File: config.mk
export PLATFORM = sky130hd
export DESIGN_NAME = alignment_buffer
export DESIGN_NICKNAME = d
export VERILOG_FILES = /design/src/albuf_pkg.sv /design/src/alignment_buffer.sv /design/src/fetch_ctrl.sv /design/src/instr_aligner.sv /design/src/resp_fifo.sv
export SDC_FILE = /design/constraint.sdc
export NUM_CORES = 1
export LEC_CHECK = 0
export BUFFER_PORTS_ARGS = -buffer_cell sky130_fd_sc_hd__buf_2
export CAP_MARGIN = 0
export CELL_PAD_IN_SITES_DETAIL_PLACEMENT = 1
export CELL_PAD_IN_SITES_GLOBAL_PLACEMENT = 1
export CORE_ASPECT_RATIO = 0.75
export CORE_UTILIZATION = 44
export CTS_BUF_LIST = sky130_fd_sc_hd__clkbuf_8
export DETAILED_ROUTE_END_ITERATION = 7
export GPL_TIMING_DRIVEN = 0
export PLACE_DENSITY = 0.81
export RECOVER_POWER = 100
export SLEW_MARGIN = 25
export SYNTH_ARGS = -nofsm -noshare
export SYNTH_HDL_FRONTEND = slang
export SYNTH_SLANG_ARGS = --single-unit
File: constraint.sdc
create_clock -name clk -period 4.89 [get_ports clk]
set_clock_uncertainty 0.05 [all_clocks]
set_input_delay 0.2445 -clock clk [delete_from_list [all_inputs] [get_ports clk]]
set_output_delay 0.2445 -clock clk [all_outputs]
set_load 0.03 [all_outputs]
File: src/albuf_pkg.sv
// Shared types for the alignment buffer; responses must return in request order, at most two in flight
package albuf_pkg;

  ////////////////////////////////////////////////////////////////////////////
  // Control and data structs
  ////////////////////////////////////////////////////////////////////////////

  // Control from the core, kill has priority over the other fields
  typedef struct packed {
    logic instr_req;
    logic pc_set;
    logic kill;
  } albuf_ctrl_t;

  // One bus response word as returned by the prefetcher
  typedef struct packed {
    logic [31:0] rdata;
    logic        err;
  } fetch_resp_t;

  // One emitted instruction
  // Upper half carries whatever follows a compressed instruction
  typedef struct packed {
    logic [31:0] data;
    logic        err;
  } instr_out_t;

  // Fetch requests allowed in flight
  localparam int unsigned MAX_OUTSTANDING = 2;

  // Ring depth in words, three is the smallest that works
  localparam int unsigned ALBUF_DEPTH_DEFAULT = 3;

  // A halfword starts a 16-bit instruction unless both low bits are set
  function automatic logic is_compressed(input logic [1:0] lsb);
    return lsb != 2'b11;
  endfunction

endpackage

File: src/alignment_buffer.sv
// Alignment buffer top; the response port has no back-pressure and must always be accepted
`timescale 1ns/100ps
module alignment_buffer import albuf_pkg::*; #(
  parameter int unsigned DEPTH = ALBUF_DEPTH_DEFAULT
) (
  input  logic        clk,
  input  logic        rst_n,
  input  albuf_ctrl_t ctrl_i,
  input  logic [31:0] branch_addr_i,
  output logic        fetch_valid_o,
  input  logic        fetch_ready_i,
  output logic        fetch_branch_o,
  output logic [31:0] fetch_branch_addr_o,
  input  logic        resp_valid_i,
  input  fetch_resp_t resp_i,
  output logic        instr_valid_o,
  input  logic        instr_ready_i,
  output instr_out_t  instr_o,
  output logic [31:0] instr_addr_o,
  output logic        protocol_err_o
);

  // Gated response strobe, low while flushing
  logic        resp_write;
  fetch_resp_t head_entry, next_entry;
  logic        head_valid, next_valid;
  logic        fifo_advance, fifo_release, instr_pop;

  fetch_ctrl #(.DEPTH(DEPTH)) u_fetch_ctrl (
    .clk                 (clk),
    .rst_n               (rst_n),
    .ctrl_i              (ctrl_i),
    .branch_addr_i       (branch_addr_i),
    .fetch_ready_i       (fetch_ready_i),
    .resp_valid_i        (resp_valid_i),
    .resp_i              (resp_i),
    .pop_i               (instr_pop),
    .fetch_valid_o       (fetch_valid_o),
    .fetch_branch_o      (fetch_branch_o),
    .fetch_branch_addr_o (fetch_branch_addr_o),
    .resp_write_o        (resp_write),
    .protocol_err_o      (protocol_err_o)
  );

  resp_fifo #(.DEPTH(DEPTH)) u_resp_fifo (
    .clk          (clk),
    .rst_n        (rst_n),
    .kill_i       (ctrl_i.kill),
    .branch_i     (ctrl_i.pc_set),
    .write_i      (resp_write),
    .resp_i       (resp_i),
    .advance_i    (fifo_advance),
    .release_i    (fifo_release),
    .head_o       (head_entry),
    .next_o       (next_entry),
    .head_valid_o (head_valid),
    .next_valid_o (next_valid)
  );

  instr_aligner u_instr_aligner (
    .clk           (clk),
    .rst_n         (rst_n),
    .kill_i        (ctrl_i.kill),
    .branch_i      (ctrl_i.pc_set),
    .branch_addr_i (branch_addr_i),
    .resp_valid_i  (resp_write),
    .resp_i        (resp_i),
    .head_i        (head_entry),
    .next_i        (next_entry),
    .head_valid_i  (head_valid),
    .next_valid_i  (next_valid),
    .instr_ready_i (instr_ready_i),
    .instr_valid_o (instr_valid_o),
    .instr_o       (instr_o),
    .instr_addr_o  (instr_addr_o),
    .advance_o     (fifo_advance),
    .release_o     (fifo_release),
    .pop_o         (instr_pop)
  );

endmodule

File: src/fetch_ctrl.sv
// Fetch request control; counts complete instructions written, so DEPTH must be 3 or more
`timescale 1ns/100ps
module fetch_ctrl import albuf_pkg::*; #(
  parameter int unsigned DEPTH = ALBUF_DEPTH_DEFAULT
) (
  input  logic        clk,
  input  logic        rst_n,
  input  albuf_ctrl_t ctrl_i,
  input  logic [31:0] branch_addr_i,
  input  logic        fetch_ready_i,
  input  logic        resp_valid_i,
  input  fetch_resp_t resp_i,
  input  logic        pop_i,
  output logic        fetch_valid_o,
  output logic        fetch_branch_o,
  output logic [31:0] fetch_branch_addr_o,
  output logic        resp_write_o,
  output logic        protocol_err_o
);

  // Up to two instructions per word
  localparam int unsigned CNT_W = $clog2(2 * DEPTH + 1);
  localparam int unsigned OUT_W = $clog2(MAX_OUTSTANDING + 1);

  logic [OUT_W-1:0] out_q, out_n, flush_q, flush_n;
  logic [CNT_W-1:0] cnt_q, cnt_n, cnt_eff;
  logic [1:0]       n_incoming;
  logic             aligned_q, aligned_n, complete_q, complete_n;
  logic             pop_q, req_acc, resp_ok, restart;
  logic             lo_c, hi_c;

  // Kill or branch drops everything still on the way back
  assign restart = ctrl_i.pc_set || ctrl_i.kill;
  assign req_acc = fetch_valid_o && fetch_ready_i;
  assign resp_ok = resp_valid_i && (out_q != '0);
  assign resp_write_o = resp_valid_i && (flush_q == '0);
  assign protocol_err_o = resp_valid_i && (out_q == '0);

  // Pop from last cycle is still in cnt_q
  assign cnt_eff = cnt_q - CNT_W'(pop_q);

  assign fetch_valid_o = ctrl_i.instr_req && (ctrl_i.pc_set || !ctrl_i.kill) &&
                         (out_q < OUT_W'(MAX_OUTSTANDING)) &&
                         ((cnt_eff == '0) || ((cnt_eff == CNT_W'(1)) && (out_q == '0)) ||
                          ctrl_i.pc_set);

  assign fetch_branch_o      = ctrl_i.pc_set;
  assign fetch_branch_addr_o = {branch_addr_i[31:1], 1'b0};

  assign lo_c = is_compressed(resp_i.rdata[1:0]);
  assign hi_c = is_compressed(resp_i.rdata[17:16]);

  ////////////////////////////////////////////////////////////////////////////
  // Write side alignment and instruction count
  ////////////////////////////////////////////////////////////////////////////

  always_comb begin
    aligned_n  = aligned_q;
    complete_n = complete_q;
    n_incoming = 2'd0;
    if (ctrl_i.pc_set) begin
      // Halfword target, lower half of the first word is skipped
      aligned_n  = !branch_addr_i[1];
      complete_n = branch_addr_i[1];
    end else if (resp_write_o && !ctrl_i.kill) begin
      if (aligned_q) begin
        if (!lo_c) begin
          n_incoming = 2'd1;
        end else if (!hi_c) begin
          // Compressed low, 32-bit starts in upper half
          n_incoming = 2'd1;
          aligned_n  = 1'b0;
          complete_n = 1'b0;
        end else begin
          n_incoming = 2'd2;
        end
      end else begin
        // complete_q set here only right after a halfword branch
        // Otherwise the lower half ends a straddling instruction
        n_incoming = complete_q ? 2'd0 : 2'd1;
        if (hi_c) begin
          n_incoming = n_incoming + 2'd1;
          aligned_n  = 1'b1;
          complete_n = 1'b1;
        end else begin
          complete_n = 1'b0;
        end
      end
    end
  end

  always_comb begin
    cnt_n = restart ? '0 : cnt_q + CNT_W'(n_incoming) - CNT_W'(pop_q);
    // Outstanding requests, a stray response does not underflow
    out_n = out_q + OUT_W'(req_acc) - OUT_W'(resp_ok);
    flush_n = flush_q;
    if (restart) begin
      flush_n = out_q - OUT_W'(resp_ok);
    end else if (resp_valid_i && (flush_q != '0)) begin
      flush_n = flush_q - OUT_W'(1);
    end
  end

  always_ff @(posedge clk or negedge rst_n) begin
    if (!rst_n) begin
      out_q      <= '0;
      flush_q    <= '0;
      cnt_q      <= '0;
      pop_q      <= 1'b0;
      aligned_q  <= 1'b1;
      complete_q <= 1'b1;
    end else begin
      out_q      <= out_n;
      flush_q    <= flush_n;
      cnt_q      <= cnt_n;
      pop_q      <= pop_i && !restart;
      aligned_q  <= aligned_n;
      complete_q <= complete_n;
    end
  end

  // Responses still to be dropped never outnumber those in flight
  a_flush_in_flight : assert property (@(posedge clk) disable iff (!rst_n)
    flush_q <= out_q);

endmodule

File: src/instr_aligner.sv
// Instruction cutter; head of the ring is always the word holding instr_addr_o, and responses bypass
`timescale 1ns/100ps
module instr_aligner import albuf_pkg::*; (
  input  logic        clk,
  input  logic        rst_n,
  input  logic        kill_i,
  input  logic        branch_i,
  input  logic [31:0] branch_addr_i,
  input  logic        resp_valid_i,
  input  fetch_resp_t resp_i,
  input  fetch_resp_t head_i,
  input  fetch_resp_t next_i,
  input  logic        head_valid_i,
  input  logic        next_valid_i,
  input  logic        instr_ready_i,
  output logic        instr_valid_o,
  output instr_out_t  instr_o,
  output logic [31:0] instr_addr_o,
  output logic        advance_o,
  output logic        release_o,
  output logic        pop_o
);

  logic [31:0] addr_q, addr_n, addr_incr;
  fetch_resp_t word_a, word_b;
  logic        avail, avail_split, compr, leave_word, xfer;

  ////////////////////////////////////////////////////////////////////////////
  // Source selection
  ////////////////////////////////////////////////////////////////////////////

  // Word holding the current address, from the ring or straight off the bus
  assign word_a = head_valid_i ? head_i : resp_i;
  // Following word, only read for the upper half of a straddling instruction
  assign word_b = next_valid_i ? next_i : resp_i;

  assign avail = head_valid_i || resp_valid_i;
  // Head present implied when next is valid
  assign avail_split = next_valid_i || (head_valid_i && resp_valid_i);

  assign compr = addr_q[1] ? is_compressed(word_a.rdata[17:16]) :
                             is_compressed(word_a.rdata[1:0]);

  always_comb begin
    instr_o.data  = word_a.rdata;
    instr_o.err   = word_a.err;
    instr_valid_o = avail;
    if (addr_q[1]) begin
      instr_o.data = {word_b.rdata[15:0], word_a.rdata[31:16]};
      if (!compr) begin
        // Straddling 32-bit, error from either word
        instr_o.err   = word_a.err || word_b.err;
        instr_valid_o = avail_split;
      end
    end
    // Old stream is dropped on kill or branch
    if (kill_i || branch_i) begin
      instr_valid_o = 1'b0;
    end
  end

  ////////////////////////////////////////////////////////////////////////////
  // Address stepping
  ////////////////////////////////////////////////////////////////////////////

  assign addr_incr = {addr_q[31:2], 2'b00} + 32'd4;
  assign xfer      = instr_valid_o && instr_ready_i;

  always_comb begin
    addr_n     = addr_incr;
    leave_word = 1'b1;
    if (addr_q[1]) begin
      // Straddler ends halfway into the next word
      if (!compr) begin
        addr_n = {addr_incr[31:2], 2'b10};
      end
    end else if (compr) begin
      // Upper half of the same word is next
      addr_n     = {addr_q[31:2], 2'b10};
      leave_word = 1'b0;
    end
  end

  assign advance_o = xfer && leave_word;
  // Head entry is freed as the read pointer moves past it
  assign release_o = advance_o;
  assign pop_o     = xfer;
  assign instr_addr_o = addr_q;

  always_ff @(posedge clk or negedge rst_n) begin
    if (!rst_n) begin
      addr_q <= '0;
    end else if (branch_i) begin
      addr_q <= branch_addr_i;
    end else if (xfer) begin
      addr_q <= addr_n;
    end
  end

  // Ring holds no valid entry in the cycle after a kill
  a_kill_empties : assert property (@(posedge clk) disable iff (!rst_n)
    kill_i |=> (!head_valid_i && !next_valid_i));

endmodule

File: src/resp_fifo.sv
// Ring of response words; a write into a valid entry is a throttling bug upstream
`timescale 1ns/100ps
module resp_fifo import albuf_pkg::*; #(
  parameter int unsigned DEPTH = ALBUF_DEPTH_DEFAULT
) (
  input  logic        clk,
  input  logic        rst_n,
  input  logic        kill_i,
  input  logic        branch_i,
  input  logic        write_i,
  input  fetch_resp_t resp_i,
  input  logic        advance_i,
  input  logic        release_i,
  output fetch_resp_t head_o,
  output fetch_resp_t next_o,
  output logic        head_valid_o,
  output logic        next_valid_o
);

  localparam int unsigned PTR_W = $clog2(DEPTH);

  fetch_resp_t      mem_q [DEPTH];
  logic [DEPTH-1:0] valid_q, valid_n;
  logic [PTR_W-1:0] wptr_q, rptr_q, wptr_nxt, rptr_nxt;
  logic             flush;

  // Wrapping increment for a ring that need not be a power of two
  function automatic logic [PTR_W-1:0] ptr_inc(input logic [PTR_W-1:0] ptr);
    if (ptr == PTR_W'(DEPTH - 1)) begin
      return '0;
    end
    return ptr + PTR_W'(1);
  endfunction

  // Writes in a kill or branch cycle belong to the old stream
  assign flush    = kill_i || branch_i;
  assign wptr_nxt = ptr_inc(wptr_q);
  assign rptr_nxt = ptr_inc(rptr_q);

  assign head_o       = mem_q[rptr_q];
  assign next_o       = mem_q[rptr_nxt];
  assign head_valid_o = valid_q[rptr_q];
  assign next_valid_o = valid_q[rptr_nxt];

  // Set before clear, a bypassed word consumed at once never stays valid
  always_comb begin
    valid_n = valid_q;
    if (write_i) begin
      valid_n[wptr_q] = 1'b1;
    end
    if (release_i) begin
      valid_n[rptr_q] = 1'b0;
    end
  end

  always_ff @(posedge clk) begin
    if (write_i && !flush) begin
      mem_q[wptr_q] <= resp_i;
    end
  end

  always_ff @(posedge clk or negedge rst_n) begin
    if (!rst_n) begin
      wptr_q  <= '0;
      rptr_q  <= '0;
      valid_q <= '0;
    end else if (flush) begin
      valid_q <= '0;
      if (branch_i) begin
        wptr_q <= '0;
        rptr_q <= '0;
      end
    end else begin
      if (write_i) begin
        wptr_q <= wptr_nxt;
      end
      if (advance_i) begin
        rptr_q <= rptr_nxt;
      end
      valid_q <= valid_n;
    end
  end

  // Request throttling in fetch_ctrl keeps the ring from overflowing
  a_no_overwrite : assert property (@(posedge clk) disable iff (!rst_n)
    (write_i && !flush) |-> !valid_q[wptr_q]);

endmodule

After elaboration in Yosys (flattened, before gate mapping)
Memory sizes are Yosys's and may differ from the RTL's. Cells that the tools add are included.

$add $sub $neg: 11. Magnitude comparators: 6. Equality and inequality tests: 11. Multiplexer cells: 59. Bitwise gates (word level): 3. Reduce and logical (&&, ||, !) cells: 41.

Operators with widths (number): two-way mux 32 bit (4); two-way mux 33 bit (2); two-way mux 2 bit (18); adder 32 x 3 -> 32 bit (second input constant) (1); two-way mux 1 bit (26); logical AND 1 bit (17); two-way mux 17 bit (1); nonzero test 2 bit (7); two-way mux 3 bit (4); != test 2 bit (second input constant) (5); less-than comparator 2 x 3 -> 1 bit (second input constant) (3); logical OR 1 bit (7); adder 2 x 1 -> 2 bit (second input constant) (3); != test 3 bit (second input constant) (2); AND reduction 2 bit (3); subtractor 3 x 1 -> 3 bit (2); binary-select mux 1 bit (select 2 bit) (2); demux 1 bit (select 2 bit) (2); equality test 2 bit (second input constant) (2); greater-or-equal comparator 2 x 1 -> 1 bit (second input constant) (2); logical NOT 2 bit (2); subtractor 2 x 1 -> 2 bit (2); adder 3 x 2 -> 3 bit (1); AND 3 bit (1); other kinds (10) (12).

Register bits after elaboration: 49. Memory bits (writable): 99. Input port bits: 73. Output and inout port bits: 101. Word-level logic and storage cells: 143. Memories kept: 1.

Memory list: u_resp_fifo.mem_q (words 3, width 33, rd ports 2, clocked after Yosys merged registers in 0, write ports 1, RTL line resp_fifo.sv:22) `fetch_resp_t mem_q [DEPTH];`.

Depth between registers and ports, before layout
Depth in word-level cells: 13. Mapped depth: 12. Gate-level depth less buffers: 11.

By module
Synthesis repeated with hierarchy kept, for this count alone.

Cell total of the unflattened synthesis: 811. Area total of the unflattened synthesis: 8754.6 sq um.

By module, submodules not included: resp_fifo (times used 1, cells each 362, area an instance 4775.8 sq um, seq. area each 3148.0 sq um); instr_aligner (times used 1, cells each 341, area an instance 3001.6 sq um, seq. area each 800.8 sq um); fetch_ctrl (times used 1, cells each 108, area an instance 977.2 sq um, seq. area each 252.7 sq um).

Worst setup path before layout
OpenSTA, ideal clock, no wires.

Path kind: register to register. Start point: register u_fetch_ctrl.flush_q[0]. End point: memory u_resp_fifo.mem_q[1][0] in the netlist's numbering, enable pin. Library setup time: 0.474 ns. Arrival: 3.727 ns. Data required time: 4.366 ns. Slack: 0.639 ns. Cell stages (with the launch flop): 7. Path buffers: 1. Period minus slack after synthesis: 4.251 ns. Cell sequence: dfrtp_1 inv_1 ha_1 and2_1 clkbuf_1 nand2_1 nor3b_1.

Word-level cells in the longest chain between the ends: 5.

Ends and longest elaborated chain: from (decl) (RTL line fetch_ctrl.sv:25) `logic [OUT_W-1:0] out_q, out_n, flush_q, flush_n;`; from (signal assigned) (RTL line fetch_ctrl.sv:114) `flush_q <= flush_n;`; logical NOT 2 bit (RTL line fetch_ctrl.sv:36) `assign resp_write_o = resp_valid_i && (flush_q == '0);`; logical AND 1 bit (RTL line fetch_ctrl.sv:36); logical AND 1 bit (RTL line resp_fifo.sv:57) `if (write_i && !flush) begin`; two-way mux 1 bit (RTL line resp_fifo.sv:57); two-way mux 1 bit (implied by the code) (RTL line resp_fifo.sv:58) `mem_q[wptr_q] <= resp_i;`; to (decl) (RTL line resp_fifo.sv:22).

No other way between the ends.

==> out/results.txt <==
run status -> finished, violations left
failing checks -> capacitance limit, slew limit
P per Cell Area -> 325 nW/um^2
GRT overflow -> 0
period utilization -> 83.4%
clock latency on the worst-skew pair -> 0.49 ns
unrepaired setup endpoints after global routing -> false
Setup crit start kind -> flop
DPL Wire Length -> 19600 microns
Tmin final -> 4.08 ns
maximum clock path buffer count -> 2
filler cell count -> 2223
FF-to-FF path depth -> 9
post-route ant nets -> 0
Worst Setup Slack post-DPL -> 1.72 ns
post-DR vias/cell -> 5.92
P&R area growth vs syn -> 24.2%
syn avg cell area -> 10.2 sq um
DP Cell Count -> 1242
post-cts sizing count -> 0
sequential element share of the synthesized area -> 50.3%
CTS tree -> done
hold path depth -> 3
setup violators final -> 0
Max-slew headroom -> -94.3%
CTS H-tree lvls -> 4
Antenna diodes -> 0
Pwr Total -> 3.37 mW
Sink Count -> 148
CTS Buf Count -> 17
Pleak -> 3.74 nW
Fmax achieved -> 0.245 GHz
synthesized instance count -> 815
gp weighted congestion -> 0.819
Async SR Flop Fraction -> 33.1%
Yosys cell types -> 62
final core occ -> 56.0%
Sequential Area -> 4200 sq um
CP Capture Type -> output pin
All-Layer GR Usage -> 30.2%
Worst Hold End -> u_instr_aligner.instr_addr_o[12]$_DFFE_PN0P_
first-pass GRT wire length -> 44800 microns
worst endpoint required time -> 4.60 ns
Synth Register Bits -> 148
TNS Setup -> 0 ns
Final Max Tran Viols -> 50
worst setup margin -> 0.811 ns
multi-input logic area -> 3530 sq um
largest net degree at the start of global routing -> 50
worst ir drop on vdd -> 0.177 mV
Iteration-0 DRC Markers -> 675
vias in the first global route -> 8127
reg-to-reg slack, setup -> 0.86 ns
Ys Warns -> 0
reg2reg end -> u_resp_fifo.mem_q[0][11]$_DFFE_PP_
Routed WL per cell -> 21.7 microns
num rows -> 43
initial antenna violation count -> 0
CTS Root Cell -> clkbuf_8
Hold Fails Final Rpt -> 0
Crit path arrival time -> 3.78 ns
initial core utilization -> 45.1%
final net count -> 1157
EDFF count, synth -> 99
Mapped Area -> 8350 sq um
Syn Nets -> 900
reg2reg start -> u_fetch_ctrl.flush_q[0]$_DFFE_PN0P_
Post-Layout Cell Count -> 1332
Core Area -> 18500 sq um
Die ar. -> 19500 sq um
# Max-Cap Violations -> 2
Reg clk slew, reported paths -> 0.09 ns
total wire length -> 28900 microns
num ports -> 174
Crit Path Category -> flop to output pin
Port Buf Inserts -> 171
Hold Path Class -> input port to flop
Primary FF master, synth -> edfxtp_1
fraction of layout cells with a size suffix above 1 -> 12.1%
Residual DRC -> 0
measured slew at the worst slew-check pin -> 2.91 ns
die width -> 161 microns
Via Count -> 7892
Max FO, Critical Path -> 10
DRT Pass-1 Iters -> 5
Hold Crit Start -> branch_addr_i[12]
chip height -> 121 microns
power breakdown:
part,leakage (nW),total [mW],internal [mW],switching (mW)
sequential,1.47,1.47,1.41,0.0588
combinational,2.06,0.900,0.282,0.618
clock,0.206,1.00,0.393,0.607
total,3.74,3.37,2.08,1.28
state kept, by name (all words and copies together) (netlist names):
register / flops
u_fetch_ctrl.pop_q: 1
u_resp_fifo.valid_q: 3
u_fetch_ctrl.flush_q: 2
u_fetch_ctrl.aligned_q: 1
u_resp_fifo.wptr_q: 2
u_fetch_ctrl.cnt_q: 3
u_fetch_ctrl.out_q: 2
u_resp_fifo.mem_q: 99
u_fetch_ctrl.complete_q: 1
u_instr_aligner.instr_addr_o: 32
u_resp_fifo.rptr_q: 2
synth_stat cells, drive strengths merged, types with 15 or more instances:
cell type	count	area share, %
edfxtp	99	36
nand2	30	1.3
a21oi	94	5.8
clkbuf	27	1.2
inv	19	0.85
dfrtp	47	14
o21ai	23	1.4
mux2i	67	8.0
a31oi	27	2.0
or4	19	1.7
nor2	124	5.6
o31ai	20	1.8
a211oi	15	1.3
buf	64	5.0
critical path, cell delays in order (launching register included):
cell and delay [ns]:
dfrtp_1 0.33, clkbuf_1 0.44, mux2_2 0.41, o21ai_0 0.74, clkbuf_1 0.55, nand2_1 0.13, a32oi_1 0.33, clkbuf_1 0.36
repair_timing:
action / CTS / global route
hold buffers: 58 / 0
setup endpoints to repair: 0 / 0
hold endpoints to repair: 166 / 0
buffers inserted: 0 / 0
cell usage in the layout (no fill, tap or decap), types with 15 or more instances in the layout:
| cell type | synthesis | final |
|---|---|---|
| a211oi_1 | 15 | 15 |
| a31oi_1 | 27 | 27 |
| edfxtp_1 | 99 | 99 |
| clkbuf_1 | 27 | 171 |
| mux2i_1 | 67 | 67 |
| a21oi_1 | 93 | 94 |
| buf_2 | 8 | 49 |
| buf_4 | 39 | 35 |
| dlygate4sd3_1 | 0 | 58 |
| or4_1 | 19 | 19 |
| inv_1 | 18 | 18 |
| o21ai_0 | 17 | 21 |
| nor2_1 | 123 | 124 |
| clkbuf_8 | 0 | 17 |
| dfrtp_1 | 47 | 47 |
| nand2_1 | 30 | 30 |
| o31ai_1 | 20 | 20 |
how the worst max path moves through the flow:
stage	depth (start not counted)	from	endpoint	slack (ns)
2_1_floorplan	6	u_fetch_ctrl.flush_q[0]$_DFFE_PN0P_	u_resp_fifo.mem_q[1][0]$_DFFE_PP_	0.64
3_3_place_gp	6	u_fetch_ctrl.flush_q[0]$_DFFE_PN0P_	u_resp_fifo.mem_q[1][5]$_DFFE_PP_	-1.52
3_5_place_dp	9	u_fetch_ctrl.flush_q[0]$_DFFE_PN0P_	u_resp_fifo.mem_q[0][6]$_DFFE_PP_	1.72
4_1_cts	9	u_resp_fifo.rptr_q[1]$_DFFE_PN0P_	instr_o[17]	1.30
5_1_grt	9	u_fetch_ctrl.flush_q[0]$_DFFE_PN0P_	u_resp_fifo.mem_q[0][11]$_DFFE_PP_	0.59
6_report	7	u_resp_fifo.rptr_q[0]$_DFFE_PN0P_	instr_o[18]	0.81
kinds of logic after synthesis:
group,Yosys count,synth area share (%)
DFF,148,50.3
buffers and inverters,110,7.09
AOI/OAI and AO/OA,212,15.9
xor gates and xnor gates,6,0.630
other,1,0.0449
muxes,71,8.85
adders and majority gates,12,1.89
and+or+nand+nor,255,15.3
area by class of cell:
type	count	share of cell area [%]
tap	247	2.98
inverter	19	0.688
timing repair buffer	238	12.9
buffer	91	4.83
multi-input combinational	557	34.1
clock buffer	17	2.26
sequential	148	40.5
clock inverter	15	1.76
per-stage QoR:
stage,instance area [sq um],hold slack (ns)
floorplan,8350,-0.101
global placement,9510,0.408
detailed placement,9620,0.274
CTS,10600,0.00163
global route,10400,0.0116
finish,10400,0.0119
routing by layer:
| metal | routed length, microns | track usage, % |
|---|---|---|
| met5 | 0 | 0 |
| met4 | 732 | 11.3 |
| met3 | 1920 | 5.06 |
| met2 | 13700 | 49.1 |
| met1 | 12500 | 40.6 |
(Power assumes the default switching activity.)
